[config.mk]
export PLATFORM = sky130hd
export DESIGN_NAME = cmd_fifo
export DESIGN_NICKNAME = d
export VERILOG_FILES = /design/src/design/cmd_fifo.sv
export SDC_FILE = /design/constraint.sdc
export NUM_CORES = 1
export LEC_CHECK = 0
export BUFFER_PORTS_ARGS = -buffer_cell sky130_fd_sc_hd__buf_2
export CAP_MARGIN = 20
export CORE_MARGIN = 4
export CORE_UTILIZATION = 62
export DETAILED_ROUTE_END_ITERATION = 6
export PLACE_DENSITY = 0.8
export SETUP_SLACK_MARGIN = 0.05
export SYNTH_ARGS = -nofsm -noshare
export SYNTH_HDL_FRONTEND = slang
export SYNTH_SLANG_ARGS = --single-unit
[constraint.sdc]
create_clock -name clk_tlx -period 10.41 [get_ports clk_tlx]
set_input_delay 2.082 -clock clk_tlx [delete_from_list [all_inputs] [get_ports clk_tlx]]
set_output_delay 2.082 -clock clk_tlx [all_outputs]
set_load 0.05 [all_outputs]
[src/design/cmd_fifo.sv]
// single clock show-ahead FIFO for one command channel
// head is valid whenever empty is low; half_ready drives the sender's ready level

module cmd_fifo #(
   parameter int data_w = 97,
   parameter int addr_w = 4
) (
   input  logic              clk_tlx,
   input  logic              rst_n,
   input  logic              push,
   input  logic [data_w-1:0] push_data,
   input  logic              pop,
   output logic [data_w-1:0] head,
   output logic              empty,
   output logic              half_ready,
   output logic              overflow
);

   localparam logic [addr_w:0] depth = (addr_w + 1)'(1 << addr_w);

   logic [data_w-1:0] mem [0:(1 << addr_w)-1];
   logic [addr_w-1:0] wr_ptr;
   logic [addr_w-1:0] rd_ptr;
   logic [addr_w:0]   count;
   logic              full;
   logic              do_push;
   logic              do_pop;

   assign full       = (count == depth);
   assign empty      = (count == '0);
   assign half_ready = (count < (depth >> 1));
   assign do_push    = push && !full;
   assign do_pop     = pop && !empty;
   assign head       = mem[rd_ptr];

   always_ff @(posedge clk_tlx)
   begin
      if (do_push)
         mem[wr_ptr] <= push_data;
   end

   always_ff @(posedge clk_tlx or negedge rst_n)
   begin
      if (!rst_n)
      begin
         wr_ptr   <= '0;
         rd_ptr   <= '0;
         count    <= '0;
         overflow <= 1'b0;
      end
      else
      begin
         if (do_push)
            wr_ptr <= wr_ptr + 1'b1;
         if (do_pop)
            rd_ptr <= rd_ptr + 1'b1;
         case ({do_push, do_pop})
            2'b10:   count <= count + 1'b1;
            2'b01:   count <= count - 1'b1;
            default: count <= count;
         endcase
         // a strobe into a full queue is lost, keep the fault until reset
         if (push && full)
            overflow <= 1'b1;
      end
   end

endmodule

======== Word level (Yosys, flattened, before mapping) ========
Memories as Yosys holds them, arrays and structs flattened.
Cells that the tools add are included.
storage, ports and cells
  RAM bits ................................ 1,552
  memories kept ........................... 1
  word-level logic and storage cells ...... 23
  output and inout bits ................... 100
  register bits after elaboration ......... 14
  input bits .............................. 101
memories
  memory  words  bits a word  rd ports  clocked after memory_dff  wr ports  RTL line  text
  mem     16     97           1         0                         1         21        logic [data_w-1:0] mem [0:(1 << addr_w)-1];
cells by class
  reduce and logical (&&, ||, !) cells .... 7
  muxes and demuxes ....................... 3
  order comparisons ....................... 1
  add/sub/neg operators ................... 4
  equal/unequal tests ..................... 3
operator list
  operator               count
  $pmux W5 S2            1
  $add A4 B1 Y4 const B  2
  $add A5 B1 Y5 const B  1
  $eq A5 B5 Y1 const B   1
  $logic_not A5 Y1       1
  $lt A5 B4 Y1 const B   1
  $sub A5 B1 Y5 const B  1
  $logic_and A1 B1 Y1    3
  $eq A2 B1 Y1 const B   1
  $eq A2 B2 Y1 const B   1
  $logic_not A1 Y1       2
  $mux W1                2
  $reduce_bool A2 Y1     1

======== Logic depth before layout (Yosys ltp) ========
  depth after elaboration ................. 5
  mapped depth ............................ 9
  gate-level depth less buffers ........... 9

======== Least setup slack after synthesis ========
Ideal clock, no wire load.
  path kind ............................... input to register
  start ................................... in push
  end ..................................... mem mem[3][0] (enable)
  buffers on the path ..................... 0
  data arrival time ....................... 9.138 ns
  slack ................................... 0.601 ns
  stages .................................. 3
  cells stage by stage .................... a21boi_2 nand2_1 nor3_1
between the ends
  cells in the longest elaborated chain, start to end .. 3
RTL lines
  element                        RTL line  text
  from (decl)                    10        input logic push,
  $logic_and A1 B1 Y1            32        assign do_push = push && !full;
  $mux W1                        38        if (do_push)
  $mux W1 (implied by the code)  39        mem[wr_ptr] <= push_data;
  to (decl)                      21
No other way between the ends.

======== Worst setup path in the final report ========
  start ................................... reg rd_ptr[2]
  end ..................................... out head[84]
between the ends
  cells in the longest elaborated chain, start to end .. 1
RTL lines
  element                 RTL line  text
  from (decl)             23        logic [addr_w-1:0] rd_ptr;
  from (signal assigned)  56        rd_ptr <= rd_ptr + 1'b1;
  $mem_v2 Z16 W97         -
  to (decl)               13        output logic [data_w-1:0] head,
No other way between the ends.

==> results.toml <==
[timing]
rsz0062_at_grt = "false"
clock_skew_ps = 20.1
post-route-min-period_ps = 7540
clock.fmax_ghz = 0.133
finalSetupViolations = 0
setup_tns_ps = 0
slew_viol_final = 0
fin_crit_sh = 0.725
worst_pin_slew_ps = 1140
fin_ws_ps = 2870
hold_violations = 0
slew_headroom = 0.242

[global_routing]
grt_pass1_wl_mm = 202
grt_pass1_vias = 31400
grtUsageTotal = 0.267
antenna_found_initial = 30
grt_start_max_net_pins = 144
grt.overflow.total = 0

[critical_path]
path_buf_inv = 3
cp_slowest_cell = "dfrtp_4"
setup.worst_path.end_class = "primary output"
cp-start-kind = "flip-flop"
worst_path_most_repeated_cell = "buf_4"
slowest_delay_ps = 1000
critPathKind = "reg2out"
crit_family = "buffers and inverters"
cp.depth = 7
worstPathRequired_ps = 8330
reg2reg_depth = 6
path_cells = "buf_4 > and2_4 > buf_4 > a221oi_2 > o21ai_0 > nand2_1 > buf_2"
worst_ep_arrival_time_ps = 5460
crit_fanout = 57

[cts]
cts_hold_buf = 0
htree_levels = 4
postCtsSetupBuffers = 0
cts_tree = "yes"
numCtsBuffers = 150
clockBufferDepth = 3
cts_sinks = 1566
cts_resized = 0
worstSkewPairLatency_ps = 740
clk_pin_slew_ps = 60
cts_root_buffer = "clkbuf_16"

[synth]
synthArstFlopShare = 0.00894
ys.flop_type = "edfxtp_1"
synth_top_area_share = 0.765
synth.distinct_cells = 37
netlist_area_sq_um = 61000
synth-edff-count = 1552
synthTopCellsByCount = "1552 x edfxtp_1, 389 x mux2i_1, 194 x mux4_2"
syn-num-nets = 2985
postSynthCellCount = 2874
yosys.cell_count.top_type = "edfxtp_1"
synthTopCellsByArea = "edfxtp_1 76%, mux4_2 7.2%, mux2i_1 6.4%"
yosys_register_bits = 1566
synth.avg_cell_area_sq_um = 21.2
synth_seq_area_share = 0.770
yosys_warnings = 0
yosysTopAreaCell = "edfxtp_1"

[placed_design]
post-place-ws_ps = 3770
placed_cells = 4235
placed_area_sq_um = 63100
dp_hpwl_mm = 68.0
gp_congestion = 0.748
io_buffers = 200

[route]
firstDrtPassIters = 5
vias_per_cell = 6.66
routed_wl_mm = 137
wl_per_cell_um = 30.2
initialDrtViolationCount = 3499
route.detailed.drc = 0
final_antenna_net_count = 0
num_vias = 30200

[run]
drv_cap = 0

[status]
status = "finished clean"

[finish]
final_core_util = 0.700
layout.area.seq_sq_um = 47000
finalInstanceArea_sq_um = 68000
area_delta_synth_final_pct = 11.6
drive_above_1_share = 0.255
final_cells = 4529
nets = 3226
multi_input_area_sq_um = 13000
fillCellCount = 5581

[floorplan]
dieArea_sq_um = 103000
rows = 114
core_area_sq_um = 97100
pin_count = 201
die-height_um = 322
die_x_um = 322
initial_utilization = 0.628

[power]
power.density_nw_per_um2 = 301
leakage_nw = 22.8
vdd_drop_max_mv = 0.302

[worst_hold_path]
hold_depth = 1
hold_class = "reg2reg"
-- layer usage --
metal  vias up  GRT usage  wire (um)  share of wire
li1      12600          -          -              -
met1     15700      0.355      52100           0.38
met2      1493      0.437      68700           0.50
met3       289     0.0667      12400          0.091
met4        22     0.0935       3570          0.026
met5         -          0        141         0.0010
-- sequential cells by signal (all words and copies together) (netlist names) --
name      cells
count         5
overflow      1
rd_ptr        4
wr_ptr        4
mem        1552
-- worst register-to-register path, stage by stage (launching register included) --
cell	delay [ps]
dfrtp_1	460
nor4_1	130
a21boi_2	500
nand2_1	400
nor2_4	570
buf_4	840
buf_4	790
-- where the power goes --
part | internal (mW) | switching (mW)
clock | 3.01 | 2.24
sequential | 7.59 | 0.263
combinational | 2.33 | 5.00
total | 12.9 | 7.51
-- cells in the final DEF, fill, tap and decap left out, types with 4 or more instances in the layout --
cell	instances
a22oi_1	97
clkbuf_1	32
xnor2_1	8
dfrtp_4	4
buf_4	42
dfrtp_1	10
o21ai_1	19
edfxtp_1	1552
o21ai_0	81
ha_1	9
nand2_1	106
buf_16	5
mux4_2	194
diode_2	18
nor2_4	12
a221oi_1	55
a221oi_2	139
clkinv_2	24
mux2i_1	389
nor3_2	4
bufinv_16	10
clkinv_1	32
clkbuf_16	156
buf_12	9
inv_6	8
buf_2	200
-- cells by family (layout without fill, tap and decap cells) --
| group | count (synthesis) | count (layout) | synth area share |
|---|---|---|---|
| AO/OA/AOI/OAI | 398 | 398 | 0.0632 |
| XOR/XNOR | 10 | 10 | 0.00144 |
| multiplexers | 585 | 585 | 0.136 |
| AND/OR/NAND/NOR | 134 | 134 | 0.00870 |
| buffers and inverters | 171 | 532 | 0.0183 |
| other | 0 | 18 | 0 |
| flip-flops | 1566 | 1566 | 0.770 |
| adder cells (fa/ha/maj) | 10 | 10 | 0.00218 |
-- through the flow --
| step | power (mW) | hold WS (ps) |
|---|---|---|
| after floorplan | 13.5 | 492 |
| after global routing | 21.2 | 494 |
| after global placement | 15.1 | 451 |
| after CTS | 20.5 | 478 |
| final | 20.4 | 473 |
| after detailed placement | 15.3 | 457 |
-- cell type report --
cell class	instances	share of cell area
Tap cell	1276	0.0235
Antenna cell	18	0.000662
Multi-Input combinational cell	1137	0.191
Clock inverter	82	0.0104
Sequential cell	1566	0.690
Clock buffer	190	0.0596
Inverter	4	0.000294
Timing Repair Buffer	256	0.0240
-- worst paths after layout --
| kind | from | end | slack, ps |
|---|---|---|---|
| hold / removal | overflow | overflow | 470 |
| setup / recovery | rd_ptr[2] | head[84] | 2870 |
| hold reg to reg | overflow | overflow | 470 |
| min in group asynchronous | rst_n | overflow | 1280 |
| setup reg to reg | count[0] | mem[7][39] | 6340 |
| max in group asynchronous | rst_n | rd_ptr[3] | 8780 |
Power figures use the tool's default switching activity.
