File: src/design/tlx_cmd_pkg.sv
// shared widths, length codes and credit limits for the command issue stage
// imported by the RTL modules and the testbench that need them

package tlx_cmd_pkg;

   // ---------------------------------------------------------------------
   // command field widths
   // ---------------------------------------------------------------------
   localparam int opcode_w = 8;
   localparam int ea_w     = 68;
   localparam int afutag_w = 16;
   localparam int dl_w     = 2;
   localparam int pl_w     = 3;

   // packed order, lsb first: opcode, ea, afutag, dl, pl
   localparam int cmd_info_w = opcode_w + ea_w + afutag_w + dl_w + pl_w;

   // data length codes
   localparam logic [dl_w-1:0] dl_64b  = 2'd1;
   localparam logic [dl_w-1:0] dl_128b = 2'd2;

   // ---------------------------------------------------------------------
   // credits
   // ---------------------------------------------------------------------
   localparam int cmd_credit_w  = 4;
   localparam int data_credit_w = 6;

   // enough data credit for both beats of a 128B write
   localparam int min_data_credit = 2;

   // issue sequencing
   typedef enum logic {
      st_cmd,
      st_odd_data
   } issue_state_e;

endpackage

File: src/design/cmd_issue_fsm.sv
// picks read or write for each issue slot and sequences the write data beats
// the pops, valids and mux selects all come out of this block combinationally

module cmd_issue_fsm
   import tlx_cmd_pkg::*;
(
   input  logic            clk_tlx,
   input  logic            rst_n,
   input  logic            wr_empty,
   input  logic            rd_empty,
   input  logic [dl_w-1:0] wr_dl,
   input  logic            issue_ok,
   output logic            wr_pop,
   output logic            rd_pop,
   output logic            cmd_valid,
   output logic            cdata_valid,
   output logic            sel_write,
   output logic            sel_high
);

   issue_state_e state;
   logic         last_write;
   logic         can_issue;
   logic         pick_write;

   // ---------------------------------------------------------------------
   // arbitration
   // ---------------------------------------------------------------------

   // write wins when it is alone or when read was served last
   assign pick_write = !wr_empty && (rd_empty || !last_write);

   // no command slot while the high beat is on the bus
   assign can_issue = (state == st_cmd) && issue_ok && !(wr_empty && rd_empty);

   assign wr_pop    = can_issue && pick_write;
   assign rd_pop    = can_issue && !pick_write;
   assign cmd_valid = can_issue;
   assign sel_write = pick_write;

   // ---------------------------------------------------------------------
   // data beats
   // ---------------------------------------------------------------------

   // low beat rides with the write command, high beat follows alone
   assign sel_high    = (state == st_odd_data);
   assign cdata_valid = wr_pop || sel_high;

   always_ff @(posedge clk_tlx or negedge rst_n)
   begin
      if (!rst_n)
      begin
         state      <= st_cmd;
         last_write <= 1'b0;
      end
      else
      begin
         if (can_issue)
            last_write <= pick_write;
         case (state)
            st_cmd:
            begin
               if (wr_pop && (wr_dl == dl_128b))
                  state <= st_odd_data;
            end
            default:
            begin
               state <= st_cmd;
            end
         endcase
      end
   end

endmodule

File: config.mk
export PLATFORM = sky130hd
export DESIGN_NAME = cmd_issue_fsm
export DESIGN_NICKNAME = d
export VERILOG_FILES = /design/src/design/tlx_cmd_pkg.sv /design/src/design/cmd_issue_fsm.sv
export SDC_FILE = /design/constraint.sdc
export NUM_CORES = 1
export LEC_CHECK = 0
export ABC_AREA = 1
export BUFFER_PORTS_ARGS = -buffer_cell sky130_fd_sc_hd__buf_2
export CELL_PAD_IN_SITES_DETAIL_PLACEMENT = 0
export CELL_PAD_IN_SITES_GLOBAL_PLACEMENT = 1
export CORE_AREA = 2 2 39 41
export CTS_BUF_LIST = sky130_fd_sc_hd__clkbuf_2
export DETAILED_ROUTE_END_ITERATION = 10
export DIE_AREA = 0 0 41 43
export GPL_TIMING_DRIVEN = 0
export HOLD_SLACK_MARGIN = 0.03
export PLACE_DENSITY = 0.46
export SLEW_MARGIN = 10
export SYNTH_ARGS = -nofsm -noshare
export SYNTH_HDL_FRONTEND = slang
export SYNTH_SLANG_ARGS = --single-unit
File: constraint.sdc
create_clock -name clk_tlx -period 1.04 [get_ports clk_tlx]
set_input_delay 0.052 -clock clk_tlx [delete_from_list [all_inputs] [get_ports clk_tlx]]
set_output_delay 0.052 -clock clk_tlx [all_outputs]
set_load 0.01 [all_outputs]
* After elaboration in Yosys (flattened, before gate mapping)
Index checks and enable logic that the tools add are counted.
** Cells by class
- Eq/ne operators :: 1
- Mux-type cells :: 2
- Bitwise gates (word level) :: 1
- Reduce and logical (&&, ||, !) cells :: 13
** Operators by type and width (count)
- logical AND 1 bit :: 7
- logical NOT 1 bit :: 4
- == test 2 bit (second input constant) :: 1
- logical OR 1 bit :: 2
- 2-to-1 mux 1 bit :: 2
- inverter 1 bit :: 1
** Storage, ports and cells
- Bits in registers :: 2
- Output and inout port bits :: 6
- Word-level logic and storage cells :: 19

* Logic depth before layout (Yosys ltp)
Gate-level depths: netlist (run 1).
- Word-level depth :: 7
- Mapped depth :: 5

* Least setup slack after synthesis (run 1)
OpenSTA, ideal clock, no wires.
- Path kind :: register to output
- Start :: register state (netlist: sel_high)
- End :: output port rd_pop
- Arrival time :: 0.788 ns
- Data required time :: 0.988 ns
- Setup slack :: 0.200 ns
- Stages on the path, launching flop included :: 4
- Cells stage by stage :: dfrtp_1 -> inv_1 -> nand3_1 -> nor2_1
** Between the ends
- Word-level cells in the longest chain between the ends :: 4
** RTL lines
- start: declaration :: line cmd_issue_fsm.sv:21 : issue_state_e state;
- start signal: assignment :: line cmd_issue_fsm.sv:53 : state <= st_cmd;
- start signal: assignment :: line cmd_issue_fsm.sv:64 : state <= st_odd_data;
- start signal: assignment :: line cmd_issue_fsm.sv:68 : state <= st_cmd;
- inverter 1 bit
- logical AND 1 bit (2 in series) :: line cmd_issue_fsm.sv:34 : assign can_issue = (state == st_cmd) && issue_ok && !(wr_empty && rd_empty);
- logical AND 1 bit :: line cmd_issue_fsm.sv:37 : assign rd_pop = can_issue && !pick_write;
- end: declaration :: line cmd_issue_fsm.sv:14 : output logic rd_pop,
No other way between the ends.

* Worst setup path after layout (run 1)
- Start :: register state (netlist: sel_high)
- End :: output port cdata_valid
** Between the ends
- Word-level cells in the longest chain between the ends :: 5
** RTL lines
- inverter 1 bit
- logical AND 1 bit (2 in series) :: line cmd_issue_fsm.sv:34
- logical AND 1 bit :: line cmd_issue_fsm.sv:36 : assign wr_pop = can_issue && pick_write;
- logical OR 1 bit (*) :: line cmd_issue_fsm.sv:47 : assign cdata_valid = wr_pop || sel_high;
- end: declaration :: line cmd_issue_fsm.sv:16 : output logic cdata_valid,
Every way passes the cells marked *; elsewhere a longest branch is shown, timed or not.

==> flow_metrics.tcl, run 1 <==
set metrics [dict create \
    status "finished, final reports clean" \
    gp_congestion 0.5371 \
    num_rows 14 \
    synth_adder_area_share 0 \
    hold_violations 0 \
    clk_pin_slew_ns 0.03 \
    cts_root_buf "clkbuf_2" \
    synthXorXnorAreaFrac 0 \
    hold_path_end "sel_high" \
    r2r_slack_ns 0.06 \
    reg2regPathDepth 5 \
    synth_compound_area_frac 0 \
    pwr_density_cell_nw_per_um2 1045 \
    cap_violations 0 \
    intPower_w 0.0002034 \
    ys_seq_area_frac 0.3636 \
    swShare 0.2991 \
    areaGrowthSynthToFinish_pct 101.8 \
    cp-start-kind "flip-flop" \
    cts_tree "built" \
    setup-tns-final_ns 0 \
    layout_setup_ws_ns 0.03314 \
    path_max_fanout 3 \
    final_antenna_net_count 0 \
    ir_drop_mv 0.4583 \
    wire_per_inst_um 6.526 \
    drt_iter0_drc 2 \
    synthCells 22 \
    ios 13 \
    die_w_um 41 \
    start_util 0.09946 \
    grt_pass1_wl_um 600 \
    drive_gt1_frac 0.5610 \
    p_comb_frac 0.292 \
    p_clk_frac 0.401 \
    worst_hold_path_type "in -> reg" \
    leakage_nw 0.1892 \
    crit_required_ns 0.99 \
    postSynthAreaPerCell_sq_um 6.256 \
    synth_top_family_by_area "simple AND/OR/NAND/NOR gates" \
    port_buffers 12 \
    synth_cell_types 7 \
    place_hpwl_um 291.8 \
    relSlewSlack 0.9110 \
    synth_seq_cells 2 \
    hp-start "wr_dl[0]" \
    criticalPathCategory "reg -> out" \
    worstPathArrival_ns 0.95 \
    antenna_found_initial 0 \
    post-route-period-util 0.9681 \
    drc 0 \
    die_area_sq_um 1763 \
    worstMarginPinSlew_ns 0.1334 \
    die_y_um 43 \
    grt_usage 0.05120 \
    n_antenna_cell 0 \
    yosys_warnings 0 \
    grt_pass1_vias 159 \
    worstHoldPathCells 4 \
    routed_wl_um 372 \
    cts_htree_levels 1 \
    cts_sinks 2 \
    power.switching_w 0.00008680 \
    viasPerCell 3.228 \
    numCtsBuffers 3 \
    p_seq_frac 0.307 \
    cp-end-kind "output pin" \
    synth_mux_area_frac 0 \
    slew_viol_final 0 \
    clockBufferDepth 2 \
    grt_overflow 0 \
    fin_skew_ns 0.002153 \
    drt_pass1_iterations 2 \
    rsz0062_at_grt "yes" \
    core-area_sq_um 1384 \
    setup_viol 0 \
    max_freq_mhz 993.2 \
    fin_crit_ns 1.007 \
    yosys.area_share.simple 0.4182 \
    clock_latency_ns 0.19 \
    regToRegStartpoint "sel_high" \
    r2r_end "sel_high" \
    synth_area_sq_um 137.6 \
    final_nets 50 \
    syn_nets 29 \
    pre_cts_ws_ns 0.1354 \
    grt_max_degree 4 \
    num_vias 184 \
]
==> metrics by stage <==
stage               utilization   power, W  hold WS [ns]  instance area (sq um)  cells
finish                   0.2007  0.0002902       0.09435                  277.8     57
CTS                      0.1899  0.0002992       0.07802                  262.8     56
detailed placement       0.1573  0.0001600       -0.1601                  217.7     50
floorplan                     -  0.0001268       -0.2436                  137.6     22
global placement         0.1573  0.0001599       -0.1582                  217.7     50
global route             0.2007  0.0003155       0.09300                  277.8     57
==> worst max path at each step <==
stage / startpoint / endpoint / slack [ns] / cells after the start
3_3_place_gp: sel_high / rd_pop / 0.14 / 4
6_report: sel_high / cdata_valid / 0.03 / 4
5_1_grt: sel_high / cdata_valid / -0.07 / 4
2_1_floorplan: sel_high / rd_pop / 0.20 / 3
4_1_cts: sel_high / cdata_valid / -0.006 / 4
3_5_place_dp: sel_high / rd_pop / 0.14 / 4
==> power groups by stage <==
stage	combinational (W)	sequential (W)	clock, W
after floorplan	0.0000373	0.0000895	0
after global placement	0.0000703	0.0000896	0
after detailed placement	0.0000702	0.0000898	0
after CTS	0.0000825	0.0000892	0.000127
after global routing	0.0000967	0.0000906	0.000128
final	0.0000847	0.0000891	0.000116
==> synthesized netlist by cell type <==
cell type  number  area, sq um
nor2_2          2        12.51
nor2_1          1        3.750
dfrtp_1         2        50.05
nand3_2         1        10.01
inv_1           8        30.03
nand3_1         1        5.000
nand2_1         7        26.28
==> cell families (layout without fill, tap and decap cells) <==
kind of cell	after synthesis	count (layout)
AND/OR/NAND/NOR	12	12
buffers and inverters	8	27
flip-flops	2	2
==> placed cells by master (no fill, tap or decap) <==
cell           netlist  final
nand3_4              0      1
nor2_2               2      2
dlygate4sd3_1        0      1
nor2_1               1      1
inv_1                8      7
buf_2                0     12
inv_2                0      1
dfrtp_1              2      2
clkbuf_2             0      3
buf_4                0      3
nand2_1              7      7
nand3_2              1      1
==> per-layer routing <==
layer | wire [um] | GRT usage | up-vias | part of all wire
li1 | - | - | 100 | -
met1 | 150 | 0.06752 | 77 | 0.40
met2 | 182 | 0.06563 | 7 | 0.49
met3 | 39 | 0.01571 | 0 | 0.10
met4 | 0 | 0.04000 | 0 | 0
met5 | 0 | 0 | - | 0
==> sequential cells by signal, summed over array words and instances, names as in the netlist <==
signal / cells
last_write: 1
sel_high: 1
==> worst max-delay path, cell delays in order (launching register included) <==
cell     delay [ns]
dfrtp_1        0.40
nor2_2         0.10
nand3_2        0.09
nand2_1        0.06
buf_2          0.12
==> cell type report <==
type                    instances  area, sq um
repair buffers                 16        92.59
clock buffers                   3        15.01
fillers                       154         1106
multi-input cells              12        70.07
inverters                       8        30.03
flip-flops and latches          2        50.05
well taps                      16        20.02
==> what timing repair did <==
action                                 4_1_cts  5_1_grt
endpoints found under the hold margin        2        0
buffers inserted                             2        1
hold buffers                                 1        0
pin swaps                                    3        0
resized for setup                            2        1
setup endpoints to repair                    4        6
(Power assumes the default switching activity.)
==> inputs of run 2 (changes only) <==
- ABC_AREA: 1 -> unset
- PLACE_DENSITY: 0.46 -> 0.42
==> run 2 against run 1 <==
The flow now finishes with violations (negative setup slack). Critical path type unchanged. Synthesized cell count shrank 45%. Clock skew fell by 0.0013 ns. Sequential cell count did not move. Hold slack better by 0.026 ns.
==> flow_metrics.tcl, run 2 <==
set metrics [dict create \
    fin_skew_ns 0.0008192 \
    routed_wl_um 388 \
    fin_crit_ns 1.189 \
    worstMarginPinSlew_ns 0.2085 \
    placed_area_sq_um 219.0 \
    rsz0062_at_grt "yes" \
    swShare 0.2953 \
    cts_root_buf "clkbuf_2" \
    setup_viol 5 \
    synth_edf_count 0 \
    areaGrowthSynthToFinish_pct 117.0 \
    hold_violations 0 \
    p_comb_frac 0.327 \
    ios 13 \
    drt_pass1_iterations 2 \
    failed_checks "negative setup slack" \
    syn_nets 19 \
    pwr_density_cell_nw_per_um2 1094 \
    netlist_top_cells_count "2 x a21o_2, 2 x dfrtp_1" \
    grt_pass1_vias 152 \
    cts_htree_levels 1 \
    clockBufferDepth 2 \
    synthCells 12 \
    ys_seq_area_frac 0.3774 \
    n_antenna_cell 0 \
    layout_common_cells "9 x buf_2, 4 x buf_6, 3 x clkbuf_2" \
    cap_violations 0 \
    worst_hold_path_type "in -> reg" \
    layout_setup_ws_ns -0.1492 \
    drt_iter0_drc 2 \
    design_area_sq_um 287.8 \
    p_seq_frac 0.299 \
    grt_pass1_wl_um 614 \
    post-route-period-util 1.143 \
    grt_usage 0.05936 \
    drive_gt1_frac 0.8333 \
    synth_top_cell_by_area "dfrtp_1" \
    antenna_found_initial 0 \
    postSynthAreaPerCell_sq_um 11.05 \
    fin_total_pwr_w 0.0003148 \
    synth_cell_types 10 \
    core-area_sq_um 1384 \
    synth_seq_cells 2 \
    synth_area_sq_um 132.6 \
    gp_congestion 0.4933 \
    final_common_cell "buf_2" \
    leakage_nw 0.1560 \
    cp-end-kind "output pin" \
    ir_drop_mv 0.4182 \
    clock_latency_ns 0.19 \
    grt_max_degree 4 \
    synth_top_flop_cell "dfrtp_1" \
    die_w_um 41 \
    path_max_fanout 2 \
    grt_overflow 0 \
    clk_pin_slew_ns 0.03 \
    num_vias 153 \
    wire_per_inst_um 8.435 \
    start_util 0.09584 \
    numCtsBuffers 3 \
    max_freq_mhz 840.9 \
    die_y_um 43 \
    drc 0 \
    port_buffers 12 \
    num_rows 14 \
    synthTopCellsByArea "dfrtp_1 38%, a211oi_4 15%, a21o_2 13%" \
    final_nets 39 \
    p_clk_frac 0.374 \
    status "complete, but fails checks" \
    crit_required_ns 0.99 \
    relSlewSlack 0.8606 \
    nFillCells 156 \
    final_antenna_net_count 0 \
    cp-start-kind "flip-flop" \
    intPower_w 0.0002218 \
    yosysTopAreaCellShare 0.3774 \
    criticalPathCategory "reg -> out" \
    viasPerCell 3.326 \
    yosys_warnings 0 \
    holdWs_ns 0.1203 \
    power.switching_w 0.00009294 \
    cts_sinks 2 \
    ys_async_sr_fraction 1.000 \
    worstPathArrival_ns 1.14 \
    cts_tree "built" \
    slew_viol_final 0 \
    die_area_sq_um 1763 \
]
-- run 2: cell count changes in the layout (fill, tap and decap cells not counted), sizes merged, moves of 2 or more --
cell,before,now
nand2,7,0
inv,8,2
a21o,0,2
nand3,2,0
nor2,3,1
-- run 2: cell type report --
type	count	area [sq um]	area share
tap	16	20.02	0.06957
sequential	2	50.05	0.1739
multi-input combinational	8	87.58	0.3043
clock buffer	3	15.01	0.05217
timing repair buffer	15	107.6	0.3739
inverter	2	7.507	0.02609
-- run 2: worst paths after layout --
kind	start	endpoint	slack, ns	cells past startpoint
worst min-delay path	wr_dl[1]	sel_high	0.12	2
worst max-delay path	sel_high	cdata_valid	-0.15	4
min in group asynchronous	rst_n	sel_high	0.17	2
max in group asynchronous	rst_n	last_write	0.77	2
worst min register to register	last_write	last_write	0.59	1
worst max register to register	sel_high	sel_high	-0.01	4
-- run 2: cell families (layout without fill, tap and decap cells) --
group	Yosys count	after routing	synth area share
AO/OA/AOI/OAI	4	4	0.3207
buffers and inverters	2	20	0.05655
flip-flops	2	2	0.3774
AND/OR/NAND/NOR	4	4	0.2453
-- run 2: routing by layer --
metal  GRT usage  routed length [um]  vias up
met5           0                   0        -
met4     0.06000                   0        0
met3     0.04712                  64        0
met2     0.07188                 144       13
met1     0.05825                 178       64
li1            -                   -       76
-- run 2: through the flow --
step	setup TNS (ns)	setup WS, ns	utilization	std cells
after floorplan	-0.003471	-0.003471	-	12
after global routing	-0.8839	-0.2387	0.2080	46
after detailed placement	-0.04790	-0.04790	0.1582	40
final	-0.4524	-0.1492	0.2080	46
after global placement	-0.004189	-0.004189	0.1582	40
after CTS	-0.7053	-0.2103	0.1962	46
-- run 2: critical path, stage by stage (launching register included) --
cell      delay, ns
dfrtp_1        0.36
nand2b_4       0.16
a211oi_4       0.19
or2_4          0.16
buf_6          0.09
-- run 2: timing repair --
action | 4_1_cts | 5_1_grt
hold buffers | 1 | 0
pin swaps | 2 | 2
setup endpoints to repair | 5 | 7
gates resized for setup | 3 | 4
endpoints found under the hold margin | 2 | 0
setup buffers | 2 | 0
-- run 2: power groups by stage --
stage	Combinational [W]	Clock, W	Sequential [W]
CTS	0.0000935	0.000130	0.0000930
floorplan	0.0000420	0	0.0000933
finish	0.000103	0.000118	0.0000941
global placement	0.0000752	0	0.0000934
detailed placement	0.0000773	0	0.0000941
global route	0.000112	0.000141	0.0000947
==> inputs of run 3 (changes only) <==
- GPL_TIMING_DRIVEN: 0 -> unset
- clock period: 1.04 -> 1.4 ns (I/O delays scaled with it)
==> run 3 against run 2 <==
The run now ends clean. Total power shrank 33%. Non-clock buffer count shrank 2. Die area stayed put. Critical endpoint unchanged. Via count fell by 7.2%. Global-route usage down 1.0 points. Sequential cell count did not move. Clock skew rose by 0.0013 ns. Largest cell class is now multi-input gates. Routed wire length down 11%. Combinational power is 46% lower. Final area down 17%. Register-to-register slack improved by 0.35 ns. First-iteration DRC count fell by 100%.
==> flow_metrics.tcl, run 3 (synthesis gave the netlist of run 2 again) <==
set metrics [dict create \
    crit_slowest_cell "dfrtp_1" \
    grt_pass1_wl_um 524 \
    viasPerCell 3.227 \
    clockBufferDepth 2 \
    design_area_sq_um 237.7 \
    drt_iter0_drc 0 \
    fin_total_pwr_w 0.0002115 \
    die_y_um 43 \
    numCtsBuffers 3 \
    max_stage_delay_ns 0.38 \
    grt_usage 0.04925 \
    ir_drop_mv 0.2081 \
    cts_htree_levels 1 \
    clock_latency_ns 0.19 \
    cp-start-kind "flip-flop" \
    pwr_density_cell_nw_per_um2 889.7 \
    layout_common_cells "12 x buf_2, 3 x clkbuf_2, 2 x a21o_2, 2 x dfrtp_1" \
    rsz0062_at_grt "no" \
    path_max_fanout 4 \
    die_area_sq_um 1763 \
    post_cts_buffers 0 \
    max_freq_mhz 796.1 \
    worst_hold_path_type "in -> reg" \
    num_rows 14 \
    crit_chain "nand2b_4 -> a211oi_4 -> or2_2 -> buf_2" \
    cts_sinks 2 \
    nFillCells 164 \
    slew_viol_final 0 \
    routed_wl_um 346 \
    post_cts_resize_count 0 \
    start_util 0.09584 \
    relSlewSlack 0.8529 \
    drt_pass1_iterations 1 \
    cts_tree "built" \
    areaGrowthSynthToFinish_pct 79.25 \
    worstPathArrival_ns 1.19 \
    cp-end-kind "output pin" \
    drc 0 \
    fin_crit_ns 1.256 \
    num_vias 142 \
    port_buffers 12 \
    leakage_nw 0.1411 \
    drive_gt1_frac 0.7500 \
    post-route-period-util 0.8972 \
    cap_violations 0 \
    status "finished, final reports clean" \
    grt_max_degree 5 \
    fin_skew_ns 0.002091 \
    crit_required_ns 1.33 \
    n_antenna_cell 0 \
    setup_viol 0 \
    worstMarginPinSlew_ns 0.2199 \
    setup-tns-final_ns 0 \
    grt_pass1_vias 149 \
    die_w_um 41 \
    hold_violations 0 \
    final_common_cell "buf_2" \
    final_antenna_net_count 0 \
    clk_pin_slew_ns 0.03 \
    final_nets 37 \
    gp_congestion 0.5422 \
    fin_util 0.1718 \
    ios 13 \
    placed_area_sq_um 212.7 \
    criticalPathCategory "reg -> out" \
    cts_root_buf "clkbuf_2" \
    antenna_found_initial 0 \
    grt_overflow 0 \
    core-area_sq_um 1384 \
    wire_per_inst_um 7.864 \
]
[run 3: cell types whose count changed in the layout (fill, tap and decap cells not counted), sizes merged]
cell,delta
buf,-2
[run 3: critical path, delay by kind of cell (launching register included)]
family | cells | cell delay [ns]
AND/OR/NAND/NOR | 2 | 0.31
buffers and inverters | 1 | 0.12
flip-flops | 1 | 0.38
AO/OA/AOI/OAI | 1 | 0.20
[run 3: repair_timing]
action,CTS,global route
hold endpoints to repair,2,0
hold buffers,1,0
endpoints found under the setup margin,0,0
[run 3: report_power, final]
part / total (W) / internal (W) / switching (W)
registers: 0.0000692 / 0.0000634 / 0.00000580
clock network: 0.0000864 / 0.0000568 / 0.0000297
logic: 0.0000559 / 0.0000295 / 0.0000264
total: 0.000212 / 0.000150 / 0.0000619
[run 3: final timing paths]
kind / startpoint / endpoint / slack, ns / depth (start not counted)
max in group asynchronous: rst_n / sel_high / 1.11 / 2
worst max register to register: sel_high / last_write / 0.34 / 3
worst min-delay path: wr_dl[1] / sel_high / 0.13 / 2
worst max-delay path: sel_high / cdata_valid / 0.14 / 4
worst min register to register: last_write / last_write / 0.56 / 1
min in group asynchronous: rst_n / last_write / 0.19 / 2
[run 3: cell type report]
| cell class | instances | area [sq um] | area share |
|---|---|---|---|
| Sequential cell | 2 | 50.05 | 0.2105 |
| Multi-Input combinational cell | 8 | 75.07 | 0.3158 |
| Inverter | 2 | 7.507 | 0.03158 |
| Tap cell | 16 | 20.02 | 0.08421 |
| Timing Repair Buffer | 13 | 70.07 | 0.2947 |
| Clock buffer | 3 | 15.01 | 0.06316 |
[run 3: per-layer routing]
| layer | GRT usage | vias up | wire length [um] |
|---|---|---|---|
| met5 | 0 | - | 0 |
| met3 | 0.03141 | 0 | 69 |
| met2 | 0.05625 | 13 | 127 |
| met4 | 0.06000 | 0 | 0 |
| li1 | - | 71 | - |
| met1 | 0.05161 | 58 | 149 |
[run 3: per-stage QoR]
step	std cells	hold slack, ns	setup WS (ns)
after floorplan	12	-0.2256	0.3348
after global placement	40	-0.1430	0.3451
after detailed placement	40	-0.1409	0.3251
after CTS	44	0.1217	0.1159
after global routing	44	0.1274	0.05895
final	44	0.1348	0.1439
