File: config.mk
export PLATFORM = sky130hd
export DESIGN_NAME = credit_counter
export DESIGN_NICKNAME = d
export VERILOG_FILES = /design/src/design/tlx_cmd_pkg.sv /design/src/design/credit_counter.sv
export SDC_FILE = /design/constraint.sdc
export NUM_CORES = 1
export LEC_CHECK = 0
export ABC_AREA = 1
export ABC_CLOCK_PERIOD_IN_PS = 2800
export BUFFER_PORTS_ARGS = -buffer_cell sky130_fd_sc_hd__buf_2
export CAP_MARGIN = 30
export CORE_MARGIN = 1
export CORE_UTILIZATION = 57
export DETAILED_ROUTE_END_ITERATION = 12
export MAX_ROUTING_LAYER = met4
export PLACE_DENSITY_LB_ADDON = 0.25
export SYNTH_ARGS = -nofsm -noshare
export SYNTH_HDL_FRONTEND = slang
export SYNTH_SLANG_ARGS = --single-unit
File: constraint.sdc
create_clock -name clk_tlx -period 2.8 [get_ports clk_tlx]
set_input_delay 0.14 -clock clk_tlx [delete_from_list [all_inputs] [get_ports clk_tlx]]
set_output_delay 0.14 -clock clk_tlx [all_outputs]
set_load 0.005 [all_outputs]
File: src/design/tlx_cmd_pkg.sv
// shared widths, length codes and credit limits for the command issue stage
// imported by the RTL modules and the testbench that need them

package tlx_cmd_pkg;

   // ---------------------------------------------------------------------
   // command field widths
   // ---------------------------------------------------------------------
   localparam int opcode_w = 8;
   localparam int ea_w     = 68;
   localparam int afutag_w = 16;
   localparam int dl_w     = 2;
   localparam int pl_w     = 3;

   // packed order, lsb first: opcode, ea, afutag, dl, pl
   localparam int cmd_info_w = opcode_w + ea_w + afutag_w + dl_w + pl_w;

   // data length codes
   localparam logic [dl_w-1:0] dl_64b  = 2'd1;
   localparam logic [dl_w-1:0] dl_128b = 2'd2;

   // ---------------------------------------------------------------------
   // credits
   // ---------------------------------------------------------------------
   localparam int cmd_credit_w  = 4;
   localparam int data_credit_w = 6;

   // enough data credit for both beats of a 128B write
   localparam int min_data_credit = 2;

   // issue sequencing
   typedef enum logic {
      st_cmd,
      st_odd_data
   } issue_state_e;

endpackage

File: src/design/credit_counter.sv
// command and data credit tracking toward the transaction layer
// loads the initial credit once after reset, then follows returns and spends

module credit_counter
   import tlx_cmd_pkg::*;
(
   input  logic                     clk_tlx,
   input  logic                     rst_n,
   input  logic [cmd_credit_w-1:0]  cmd_initial_credit,
   input  logic [data_credit_w-1:0] data_initial_credit,
   input  logic                     cmd_credit,
   input  logic                     data_credit,
   input  logic                     cmd_spent,
   input  logic                     data_spent,
   output logic                     issue_ok
);

   logic                     loaded;
   logic [cmd_credit_w-1:0]  cmd_cnt;
   logic [data_credit_w-1:0] data_cnt;

   always_ff @(posedge clk_tlx or negedge rst_n)
   begin
      if (!rst_n)
      begin
         loaded   <= 1'b0;
         cmd_cnt  <= '0;
         data_cnt <= '0;
      end
      else if (!loaded)
      begin
         loaded   <= 1'b1;
         cmd_cnt  <= cmd_initial_credit;
         data_cnt <= data_initial_credit;
      end
      else
      begin
         // return and spend in the same cycle cancel out
         case ({cmd_credit, cmd_spent})
            2'b10:   cmd_cnt <= cmd_cnt + 1'b1;
            2'b01:   cmd_cnt <= cmd_cnt - 1'b1;
            default: cmd_cnt <= cmd_cnt;
         endcase
         case ({data_credit, data_spent})
            2'b10:   data_cnt <= data_cnt + 1'b1;
            2'b01:   data_cnt <= data_cnt - 1'b1;
            default: data_cnt <= data_cnt;
         endcase
      end
   end

   // one command slot and room for a full 128B write
   assign issue_ok = (cmd_cnt != '0) &&
                     (data_cnt >= data_credit_w'(min_data_credit));

endmodule

== Yosys cells after proc, flatten, opt, wreduce, memory -nomap -nowiden ==
Cells that the tools add are included.

* Add/subtract/negate cells: 4
* $lt $le $gt $ge: 1
* Equal/unequal tests: 6
* Mux-type cells: 4
* Reductions and logical operators: 2

{| class="wikitable"
|+ Operator list
! operator !! count
|-
| $pmux 6 s2 || 1
|-
| $pmux 4 s2 || 1
|-
| $add 6x1->6 const B || 1
|-
| $ge 6x2->1 const B || 1
|-
| $mux 6 || 1
|-
| $ne 3x1->1 const B || 2
|-
| $sub 6x1->6 const B || 1
|-
| $add 4x1->4 const B || 1
|-
| $eq 2x1->1 const B || 2
|-
| $eq 2x2->1 const B || 2
|-
| $mux 4 || 1
|-
| $reduce_bool 4->1 || 1
|-
| $sub 4x1->4 const B || 1
|-
| $logic_and 1x1->1 || 1
|}

* Bits in registers: 11

== Logic depth before layout (Yosys ltp) ==
Gate-level depths: netlist of the first run.

* Depth in word-level cells: 3
* Depth in mapped cells: 16

== Worst setup path after synthesis of the first run ==
OpenSTA, ideal clock, no wires.

* Kind: input to register
* Start point: in cmd_spent
* End point: reg cmd_cnt[3]
* Setup time: 83 ps
* Data arrival time: 1393 ps
* Data required time: 2717 ps
* Slack: 1325 ps
* Stages on the path: 11
* Buffers on the path: 1
* Path through: inv_1 -> or2_2 -> buf_2 -> inv_1 -> ha_1 -> nand2_1 -> nand2_1 -> a21oi_1 -> xor2_1 -> nor2_1 -> o21ai_0

* Longest elaborated chain between the ends: 3
* Elaborated cells on any way between the ends: 5
* Classes of those cells: eq/ne (3); mux (2)

{| class="wikitable"
|+ Ends and longest elaborated chain
! element !! line !! text
|-
| start, declared || credit_counter.sv:13 || <nowiki>input logic cmd_spent,</nowiki>
|-
| $eq 2x1->1 / $eq 2x2->1 (equally long branches) || credit_counter.sv:39 || <nowiki>case ({cmd_credit, cmd_spent})</nowiki>
|-
| $pmux 4 s2 || credit_counter.sv:39 ||
|-
| $mux 4 || credit_counter.sv:30 || <nowiki>else if (!loaded)</nowiki>
|-
| end signal, assigned || credit_counter.sv:33 || <nowiki>cmd_cnt <= cmd_initial_credit;</nowiki>
|-
| end signal, assigned || credit_counter.sv:40 || <nowiki>2'b10: cmd_cnt <= cmd_cnt + 1'b1;</nowiki>
|-
| end signal, assigned || credit_counter.sv:41 || <nowiki>2'b01: cmd_cnt <= cmd_cnt - 1'b1;</nowiki>
|-
| end, declared || credit_counter.sv:19 || <nowiki>logic [cmd_credit_w-1:0] cmd_cnt;</nowiki>
|}

Several ways; a longest one is shown, not always the timed one.
A chain may end at the register's enable or synchronous reset.

== Final worst setup path of the first run ==
* Start point: reg loaded
* End point: reg data_cnt[4]

* Longest elaborated chain between the ends: 1
* Elaborated cells on any way between the ends: 2
* Classes of those cells: eq/ne (1); mux (1)

{| class="wikitable"
|+ Ends and longest elaborated chain
! element !! line !! text
|-
| start, declared || credit_counter.sv:18 || <nowiki>logic loaded;</nowiki>
|-
| start signal, assigned || credit_counter.sv:26 || <nowiki>loaded <= 1'b0;</nowiki>
|-
| start signal, assigned || credit_counter.sv:32 || <nowiki>loaded <= 1'b1;</nowiki>
|-
| $ne 3x1->1 (no source line) / $mux 6 (equally long branches) || - ||
|-
| end signal, assigned || credit_counter.sv:34 || <nowiki>data_cnt <= data_initial_credit;</nowiki>
|-
| end signal, assigned || credit_counter.sv:45 || <nowiki>2'b10: data_cnt <= data_cnt + 1'b1;</nowiki>
|-
| end signal, assigned || credit_counter.sv:46 || <nowiki>2'b01: data_cnt <= data_cnt - 1'b1;</nowiki>
|-
| end, declared || credit_counter.sv:20 || <nowiki>logic [data_credit_w-1:0] data_cnt;</nowiki>
|}

Several ways; a longest one is shown, not always the timed one.

==> out/metrics.yaml, run 1 <==
grt_usage_pct: 28.5
clock_latency_ps: 280
reg2reg_to: "data_cnt[4]$_DFFE_PN0P_"
yosys_warnings: 0
leakage_nw: 0.554
startpoint: "loaded$_DFF_PN0_"
finalWirelength_um: 1910
die_y_um: 41.3
crit_buf_inv: 2
syn_inst: 132
wl_per_cell_um: 11.5
start_util_pct: 64.3
critical-path-top-delay-family: "flip-flops"
ios: 17
dr.first_iter.drc_count: 26
critPathLaunchType: "flop"
vias: 877
drv_cap: 0
buffer_ports.inserted: 16
synth_cell_types: 25
die_w_um: 41.3
grt_pass1_wl_um: 2990
slowest_delay_ps: 600
rr_startpoint: "loaded$_DFF_PN0_"
maxSlewViolCount: 0
worst-setup-path-type: "reg2reg"
drtAntennaViolNets: 0
required_ps: 2970
fmax_mhz: 610
clock_sinks: 11
vias_per_cell: 5.28
die_area_um2: 1700
ys_ff_latch: 11
reg2reg_slack_ps: 1160
antenna_found_initial: 0
instances_no_fill: 166
critical_path.max_fanout: 14
cts_buffer_depth: 2
critPathSlowestCell: "dfrtp_1"
critPathArrivalTime_ps: 1810
grt_max_degree: 15
syn_to_final_growth_pct: 14.4
htree_levels: 1
worst-path-stages: 6
num_rows: 13
fin_tns_setup_ps: 0
syn_avg_cell_area_um2: 6.65
finalCritPeriodShare_pct: 58.5
ir_drop_mv: 0.357
cts_resized: 0
hp-class: "in2reg"
worstRegToRegCells: 6
hold_violations: 0
dp_cells: 161
end_kind: "flop"
n_antenna_cell: 0
cellPowerDensity_nw_per_um2: 537
synth_seq_area_share_pct: 31.3
cts_root_buf: "clkbuf_4"
cp_common_cell: "inv_2"
cts_tree: "built"
syn_area_um2: 878
grt_pass1_vias: 757
dpl.hpwl_um: 1490
overflow: 0
path_clk_slew_ps: 80
setup_viol: 0
synth_nets: 152
gp_congestion: 0.916
final_nets: 172
endpoint: "data_cnt[4]$_DFFE_PN0P_"
crit_chain: "inv_2 -> nor3_2 -> inv_2 -> o21ai_0 -> o21bai_1 -> nand2_1"
coreArea_um2: 1370
status: "finished, final reports clean"
rsz0062_at_grt: "no"
final_layout_size_suffix_gt1_share_pct: 19.9
numCtsBuffers: 3
route.detailed.drc: 0
drtPass1Iterations: 4
fin_skew_ps: 2.64
post-route-min-period_ps: 1640
-- worst min path at each step --
stage | startpoint | end | slack [ps] | cells after the start
2_1_floorplan | rst_n | cmd_cnt[0]$_DFFE_PN0P_ | -160 | 0
3_3_place_gp | rst_n | data_cnt[4]$_DFFE_PN0P_ | 20 | 1
3_5_place_dp | rst_n | data_cnt[4]$_DFFE_PN0P_ | 30 | 1
4_1_cts | cmd_initial_credit[2] | cmd_cnt[2]$_DFFE_PN0P_ | 100 | 3
5_1_grt | cmd_initial_credit[1] | cmd_cnt[1]$_DFFE_PN0P_ | 100 | 3
6_report | cmd_initial_credit[2] | cmd_cnt[2]$_DFFE_PN0P_ | 100 | 3
-- where the power goes --
part	total (mW)	switching, mW	internal (mW)
registers	0.220	0.0319	0.188
clock network	0.116	0.0606	0.0553
logic	0.203	0.121	0.0824
total	0.539	0.213	0.326
-- worst min-delay path, cell delays in order --
cell,delay [ps]
buf_2,80
o211ai_1,70
nand2_1,60
-- Yosys cell counts, drive strengths merged --
library cell  count  area, µm²
o211ai            3       22.5
o41ai             1       8.76
or2               1       6.26
o21ai            15       75.1
a31oi             1       6.26
nand4             2       12.5
xor2              4       35.0
buf               1       5.00
a21oi             2       10.0
dfrtp            11        275
inv              22       82.6
ha                3       37.5
o21bai            1       7.51
nand2            41        159
nor3              1       10.0
nor2             12       57.6
clkbuf            1       3.75
conb              1       3.75
fa                1       20.0
nand3             8       40.0
-- timing repair --
item	in CTS	in global routing
buffers inserted	0	0
hold endpoints to repair	11	0
hold buffers	1	0
-- flip-flops by register name, indices dropped and copies added (netlist names) --
register  flops
data_cnt      6
cmd_cnt       4
loaded        1
-- routing by layer --
layer	GRT usage, %	part of all wire, %	vias up
met2	41.8	41	34
met5	-	0	-
met4	13.7	1.5	0
met3	4.89	6.4	6
met1	37.8	51	379
li1	-	-	458
-- cell type report --
type                    count  area [µm²]
clock buffers               4        26.3
fillers                   120         362
inverters                  22        82.6
multi-input cells          97         512
flip-flops and latches     11         275
well taps                  15        18.8
repair buffers             17        90.1
-- through the flow --
stage / hold slack [ps] / setup WS [ps] / power [mW] / cell area [µm²] / util (%)
after global routing: 105 / 983 / 0.583 / 1000 / 73.5
after floorplan: -156 / 1320 / 0.366 / 878 / -
after global placement: 22.0 / 1170 / 0.416 / 968 / 70.9
after detailed placement: 28.4 / 1160 / 0.422 / 968 / 70.9
after CTS: 99.0 / 1200 / 0.538 / 1000 / 73.5
final: 100 / 1160 / 0.539 / 1000 / 73.5
-- placed cells by master (no fill, tap or decap), drive strengths merged --
cell	synthesis	routed
nand2	41	41
inv	22	22
buf	1	16
o21ai	15	15
nor2	12	12
dfrtp	11	11
nand3	8	8
xor2	4	4
clkbuf	1	4
o211ai	3	3
ha	3	3
nand4	2	2
a21oi	2	2
or2	1	1
o41ai	1	1
nor3	1	1
a31oi	1	1
o21bai	1	1
fa	1	1
dlygate4sd3	0	1
conb	1	1
-- cell families (layout without fill, tap and decap cells) --
kind of cell	Yosys count	count (layout)	share of synthesized area [%]
AOI/OAI and AO/OA	23	23	14.8
xor gates and xnor gates	4	4	3.99
adders and majority gates	4	4	6.55
buffers and inverters	24	43	10.4
DFF	11	11	31.3
other	1	1	0.427
and+or+nand+nor	65	65	32.5
No activity file was read; power rests on OpenSTA's default activity.
==> run 2: changes to the inputs <==
Settings changed: ABC_CLOCK_PERIOD_IN_PS 2800 to 1500, CORE_UTILIZATION 57 to 48.
Clock period 2.8 ns to 1.5 ns, I/O delays scaled along.
==> out/metrics.yaml, run 2 (same netlist as run 1, synthesis figures left out) <==
path_clk_slew_ps: 70  # about the same
regMostFlops: "data_cnt"
htree_levels: 1  # unchanged
slowest_delay_ps: 410  # -190 ps
final_nets: 185  # +7.6%
post-route-util_pct: 66.4  # -7.1 points
violations: "negative setup slack"
drv_cap: 0  # unchanged
numCtsBuffers: 3  # unchanged
dr.first_iter.drc_count: 20  # -23%
leakage_nw: 0.617  # +11%
clock_latency_ps: 270  # about the same
top_regs: "data_cnt (6), cmd_cnt (4), loaded (1)"
critPathLaunchType: "flop"
wl_per_cell_um: 11.3  # -1.5%
critPathSlowestCell: "dfrtp_1"
num_rows: 15  # +2
hold_violations: 0  # unchanged
end_kind: "output port"
rsz0062_at_grt: "yes"
die_y_um: 44.8  # +8.5%
vias: 957  # +9.1%
fmax_mhz: 627
cellPowerDensity_nw_per_um2: 966  # +80%
critPathArrivalTime_ps: 1520  # -290 ps
ir_drop_mv: 0.617  # +73%
fin_skew_ps: 0.717  # -1.93 ps
rr_startpoint: "data_cnt[1]$_DFFE_PN0P_"
maxSlewViolCount: 0  # unchanged
finalCritPeriodShare_pct: 106
die_area_um2: 2000  # +18%
cts_root_buf: "clkbuf_4"
largest_reg_flops: 6  # unchanged
syn_to_final_growth_pct: 30.6
start_util_pct: 50.9  # -13 points
hp-class: "in2reg"
route.detailed.drc: 0  # unchanged
worst_slack_ps: -96.1  # -1260 ps
clock_sinks: 11  # unchanged
dp_cells: 177  # +9.9%
mostFrequentLayoutCells: "nand2_1 (37), buf_2 (16), inv_1 (15)"
buffer_ports.inserted: 16  # unchanged
startpoint: "data_cnt[1]$_DFFE_PN0P_"
drtAntennaViolNets: 0  # unchanged
grt_usage_pct: 25.5  # -3.0 points
crit_chain: "inv_2 -> buf_4 -> buf_4 -> buf_4 -> buf_4 -> nand4_1 -> o41ai_1 -> inv_1 -> buf_2"
critical_path.max_fanout: 3  # -11
cp_common_cell: "buf_4"
post-route-min-period_ps: 1600
vias_per_cell: 5.06  # -4.2%
cts_buffer_depth: 2  # unchanged
status: "complete, but fails checks"
dpl.hpwl_um: 1570  # +4.9%
final_common_cell: "nand2_1"
instances_no_fill: 189  # +14%
antenna_found_initial: 0  # unchanged
worst-setup-path-type: "reg2out"
die_w_um: 44.8  # +8.5%
coreArea_um2: 1730  # +26%
required_ps: 1420  # -1550 ps
drtPass1Iterations: 4  # unchanged
grt_pass1_vias: 860  # +14%
total_power_mw: 1.11  # +110%
ios: 17  # unchanged
final_layout_size_suffix_gt1_share_pct: 32.3  # +12 points
finalWirelength_um: 2140  # +12%
min_from: "data_initial_credit[2]"
overflow: 0  # unchanged
setup_viol: 2  # +2
n_antenna_cell: 0  # unchanged
cts_tree: "built"
gp_congestion: 0.854  # -6.8%
grt_pass1_wl_um: 3640  # +22%
grt_max_degree: 14  # -1
run 2: changes by cell type in the layout (fill, tap and decap cells not counted), moves of 2 or more:
cell     before  now
inv_2         4    7
nor2_4        1    3
inv_1        18   15
nand2_2       2    4
nand2_1      39   37
buf_4         0   13
o21ai_0      11    9
run 2: through the flow:
| stage | hold WS, ps | worst slack (ps) | cell area, µm² | setup TNS [ps] |
|---|---|---|---|---|
| 4_1_cts | 50.8 | -4.55 | 1100 | -4.55 |
| 3_5_place_dp | -39.5 | -81.9 | 1030 | -144 |
| 6_report | 57.4 | -96.1 | 1150 | -121 |
| 2_1_floorplan | -221 | 89.7 | 878 | 0 |
| 5_1_grt | 57.2 | -161 | 1150 | -388 |
| 3_3_place_gp | -43.7 | -29.4 | 1030 | -29.4 |
run 2: what timing repair did:
action	CTS	global route
hold buffers	1	0
hold endpoints to repair	11	0
gates resized for setup	4	10
setup buffers	4	3
setup endpoints to repair	2	6
pin swaps	6	9
gates cloned	0	0
run 2: path summary, 6_finish.rpt:
kind / slack [ps] / cells after the start / end
min in group asynchronous: 200 / 2 / data_cnt[5]$_DFFE_PN0P_
max in group asynchronous: 1090 / 2 / data_cnt[1]$_DFFE_PN0P_
worst min-delay path: 60 / 3 / data_cnt[2]$_DFFE_PN0P_
worst max register to register: -30 / 14 / data_cnt[4]$_DFFE_PN0P_
worst max-delay path: -100 / 9 / issue_ok
worst min register to register: 490 / 2 / data_cnt[5]$_DFFE_PN0P_
run 2: per-layer routing:
metal | vias up | share of wire, % | global-route usage (%) | routed length (µm)
li1 | 483 | - | - | -
met1 | 440 | 48 | 34.8 | 1030
met2 | 34 | 47 | 39.1 | 1000
met3 | 0 | 5.0 | 4.00 | 107
met4 | 0 | 0 | 7.88 | 0
met5 | - | 0 | - | 0
run 2: cell type report:
class | instances | area [µm²]
Multi-Input combinational cell | 97 | 544
Fill cell | 168 | 579
Tap cell | 25 | 31.3
Clock buffer | 4 | 26.3
Inverter | 22 | 82.6
Timing Repair Buffer | 30 | 188
Sequential cell | 11 | 275
run 2: power by group:
| group | total, mW | internal [mW] | switching [mW] |
|---|---|---|---|
| combinational | 0.493 | 0.225 | 0.268 |
| sequential | 0.407 | 0.351 | 0.0567 |
| clock | 0.208 | 0.103 | 0.105 |
run 2: worst max-delay path, delay by kind of cell, from the launching register on:
family          cells  cell delay [ps]
flops               1              410
simple gates        1               70
buf+inv             7              700
compound gates      1               70
==> run 3: changes to the inputs <==
Settings changed: SETUP_SLACK_MARGIN from default to 0.5.
==> out/metrics.yaml, run 3 (same netlist as run 1, synthesis figures left out) <==
status: "complete, but fails checks"
violations: "negative setup slack"
fmax_mhz: 622  # -0.65%
wl_per_cell_um: 11.0  # -2.9%
ir_drop_mv: 0.821  # +33%
rsz0062_at_grt: "yes"
critPathLaunchType: "flop"
route.detailed.drc: 0  # unchanged
vias: 977  # +2.1%
critPathArrivalTime_ps: 1530  # about the same
regMostFlops: "data_cnt"
dr.first_iter.drc_count: 26  # +30%
hold_violations: 0  # unchanged
n_antenna_cell: 0  # unchanged
worstRegToRegCells: 15  # +1
grt_max_degree: 14  # unchanged
die_y_um: 44.8  # unchanged
cts_root_buf: "clkbuf_4"
critical-path-top-delay-family: "buffers and inverters"
die_area_um2: 2000  # unchanged
drv_cap: 0  # unchanged
grt_pass1_wl_um: 3550  # -2.5%
cts_buffer_depth: 2  # unchanged
coreArea_um2: 1730  # unchanged
reg2reg_to: "data_cnt[4]$_DFFE_PN0P_"
instances_no_fill: 189  # unchanged
overflow: 0  # unchanged
endpoint: "issue_ok"
end_kind: "output port"
startpoint: "data_cnt[1]$_DFFE_PN0P_"
post-route-min-period_ps: 1610  # +10.5 ps
critPathSlowestCell: "dfrtp_1"
reg2reg_slack_ps: -10  # +20 ps
crit_chain: "inv_2 -> buf_4 -> buf_6 -> buf_6 -> buf_4 -> nand4_1 -> o41ai_2 -> inv_1 -> buf_2"
setup_viol: 2  # unchanged
htree_levels: 1  # unchanged
required_ps: 1420  # about the same
final_common_cell: "nand2_1"
crit_buf_inv: 7  # unchanged
hp-class: "in2reg"
mostFrequentLayoutCells: "nand2_1 (33), buf_2 (16), inv_1 (12)"
antenna_found_initial: 0  # unchanged
die_w_um: 44.8  # unchanged
finalWirelength_um: 2080  # -2.9%
clock_latency_ps: 270  # about the same
cts_tree: "built"
num_rows: 15  # unchanged
critical_path.max_fanout: 3  # unchanged
dpl.hpwl_um: 1490  # -4.6%
path_clk_slew_ps: 70  # about the same
dp_cells: 173  # -2.3%
leakage_nw: 0.635  # +2.8%
gp_congestion: 0.807  # -5.4%
final_nets: 185  # unchanged
syn_to_final_growth_pct: 38.2
drtAntennaViolNets: 0  # unchanged
maxSlewViolCount: 0  # unchanged
largest_reg_flops: 6  # unchanged
finalCritPeriodShare_pct: 107  # +0.70 points
start_util_pct: 50.9  # unchanged
buffer_ports.inserted: 16  # unchanged
top_regs: "data_cnt (6), cmd_cnt (4), loaded (1)"
fin_tns_setup_ps: -118  # +3.12 ps
fin_skew_ps: 2.63  # +1.92 ps
grt_pass1_vias: 826  # -4.0%
worst-setup-path-type: "reg2out"
worst_slack_ps: -107  # -10.5 ps
grt_usage_pct: 25.2  # -0.31 points
cellPowerDensity_nw_per_um2: 936  # -3.1%
worst-path-stages: 9  # unchanged
rr_startpoint: "data_cnt[1]$_DFFE_PN0P_"
clock_sinks: 11  # unchanged
final_layout_size_suffix_gt1_share_pct: 38.4  # +6.1 points
drtPass1Iterations: 4  # unchanged
vias_per_cell: 5.17  # +2.1%
numCtsBuffers: 3  # unchanged
ios: 17  # unchanged
slowest_delay_ps: 410  # about the same
## run 3: repair_timing
item                                    4_1_cts  5_1_grt
pin swaps                                    12        8
gates resized for setup                       8       15
hold buffers                                  1        0
endpoints found under the setup margin       11       11
endpoints found under the hold margin        11        0
setup buffers                                10        1
## run 3: worst min path at each step
| stage | startpoint | to | slack (ps) | cells after the start |
|---|---|---|---|---|
| 4_1_cts | cmd_initial_credit[2] | cmd_cnt[2]$_DFFE_PN0P_ | 50 | 3 |
| 3_5_place_dp | rst_n | data_cnt[5]$_DFFE_PN0P_ | -40 | 1 |
| 5_1_grt | cmd_initial_credit[2] | cmd_cnt[2]$_DFFE_PN0P_ | 60 | 3 |
| 2_1_floorplan | rst_n | cmd_cnt[0]$_DFFE_PN0P_ | -220 | 0 |
| 3_3_place_gp | rst_n | data_cnt[5]$_DFFE_PN0P_ | -40 | 1 |
| 6_report | cmd_initial_credit[2] | cmd_cnt[2]$_DFFE_PN0P_ | 40 | 3 |
## run 3: final cells by class
type                       count  area [µm²]
fill                         146         513
clock buffer                   4        26.3
tap                           25        31.3
multi-input combinational     97         597
timing repair buffer          30         199
sequential                    11         275
inverter                      22        85.1
## run 3: layer usage
layer  track usage [%]  vias up  routed length (µm)
li1                  -      485                   -
met1              36.1      463                1020
met2              36.2       23                 918
met3              6.00        6                 116
met4              5.45        0                  24
met5                 -        -                   0
## run 3: worst reg2reg max path: stages, from the launching register on
cell and delay, ps:
dfrtp_1 420, inv_2 90, nand2_2 70, nand2_2 60, inv_2 40, ha_4 140
inv_2 40, nand2_2 50, inv_2 50, nor2_2 30, nand2_1 50, nand2_1 60
nand2_1 60, nand2_1 50, o21bai_1 120, nand2_1 60
## run 3: per-stage QoR
step | hold WS, ps | utilization (%) | instance area (µm²) | total power [mW] | worst slack [ps]
after floorplan | -221 | - | 911 | 0.701 | 100
after global placement | -44.4 | 59.2 | 1020 | 0.789 | 2.41
after detailed placement | -42.5 | 59.2 | 1020 | 0.806 | -25.3
after CTS | 46.4 | 67.0 | 1160 | 1.08 | -2.35
after global routing | 58.2 | 70.3 | 1210 | 1.23 | -181
final | 42.7 | 70.3 | 1210 | 1.14 | -107
## run 3: power breakdown
part           switching (mW)  internal [mW]  total [mW]  leakage, nW
combinational           0.275          0.245       0.520        0.490
sequential             0.0679          0.351       0.419        0.130
clock                  0.0936          0.103       0.197       0.0150
total                   0.437          0.699        1.14        0.635
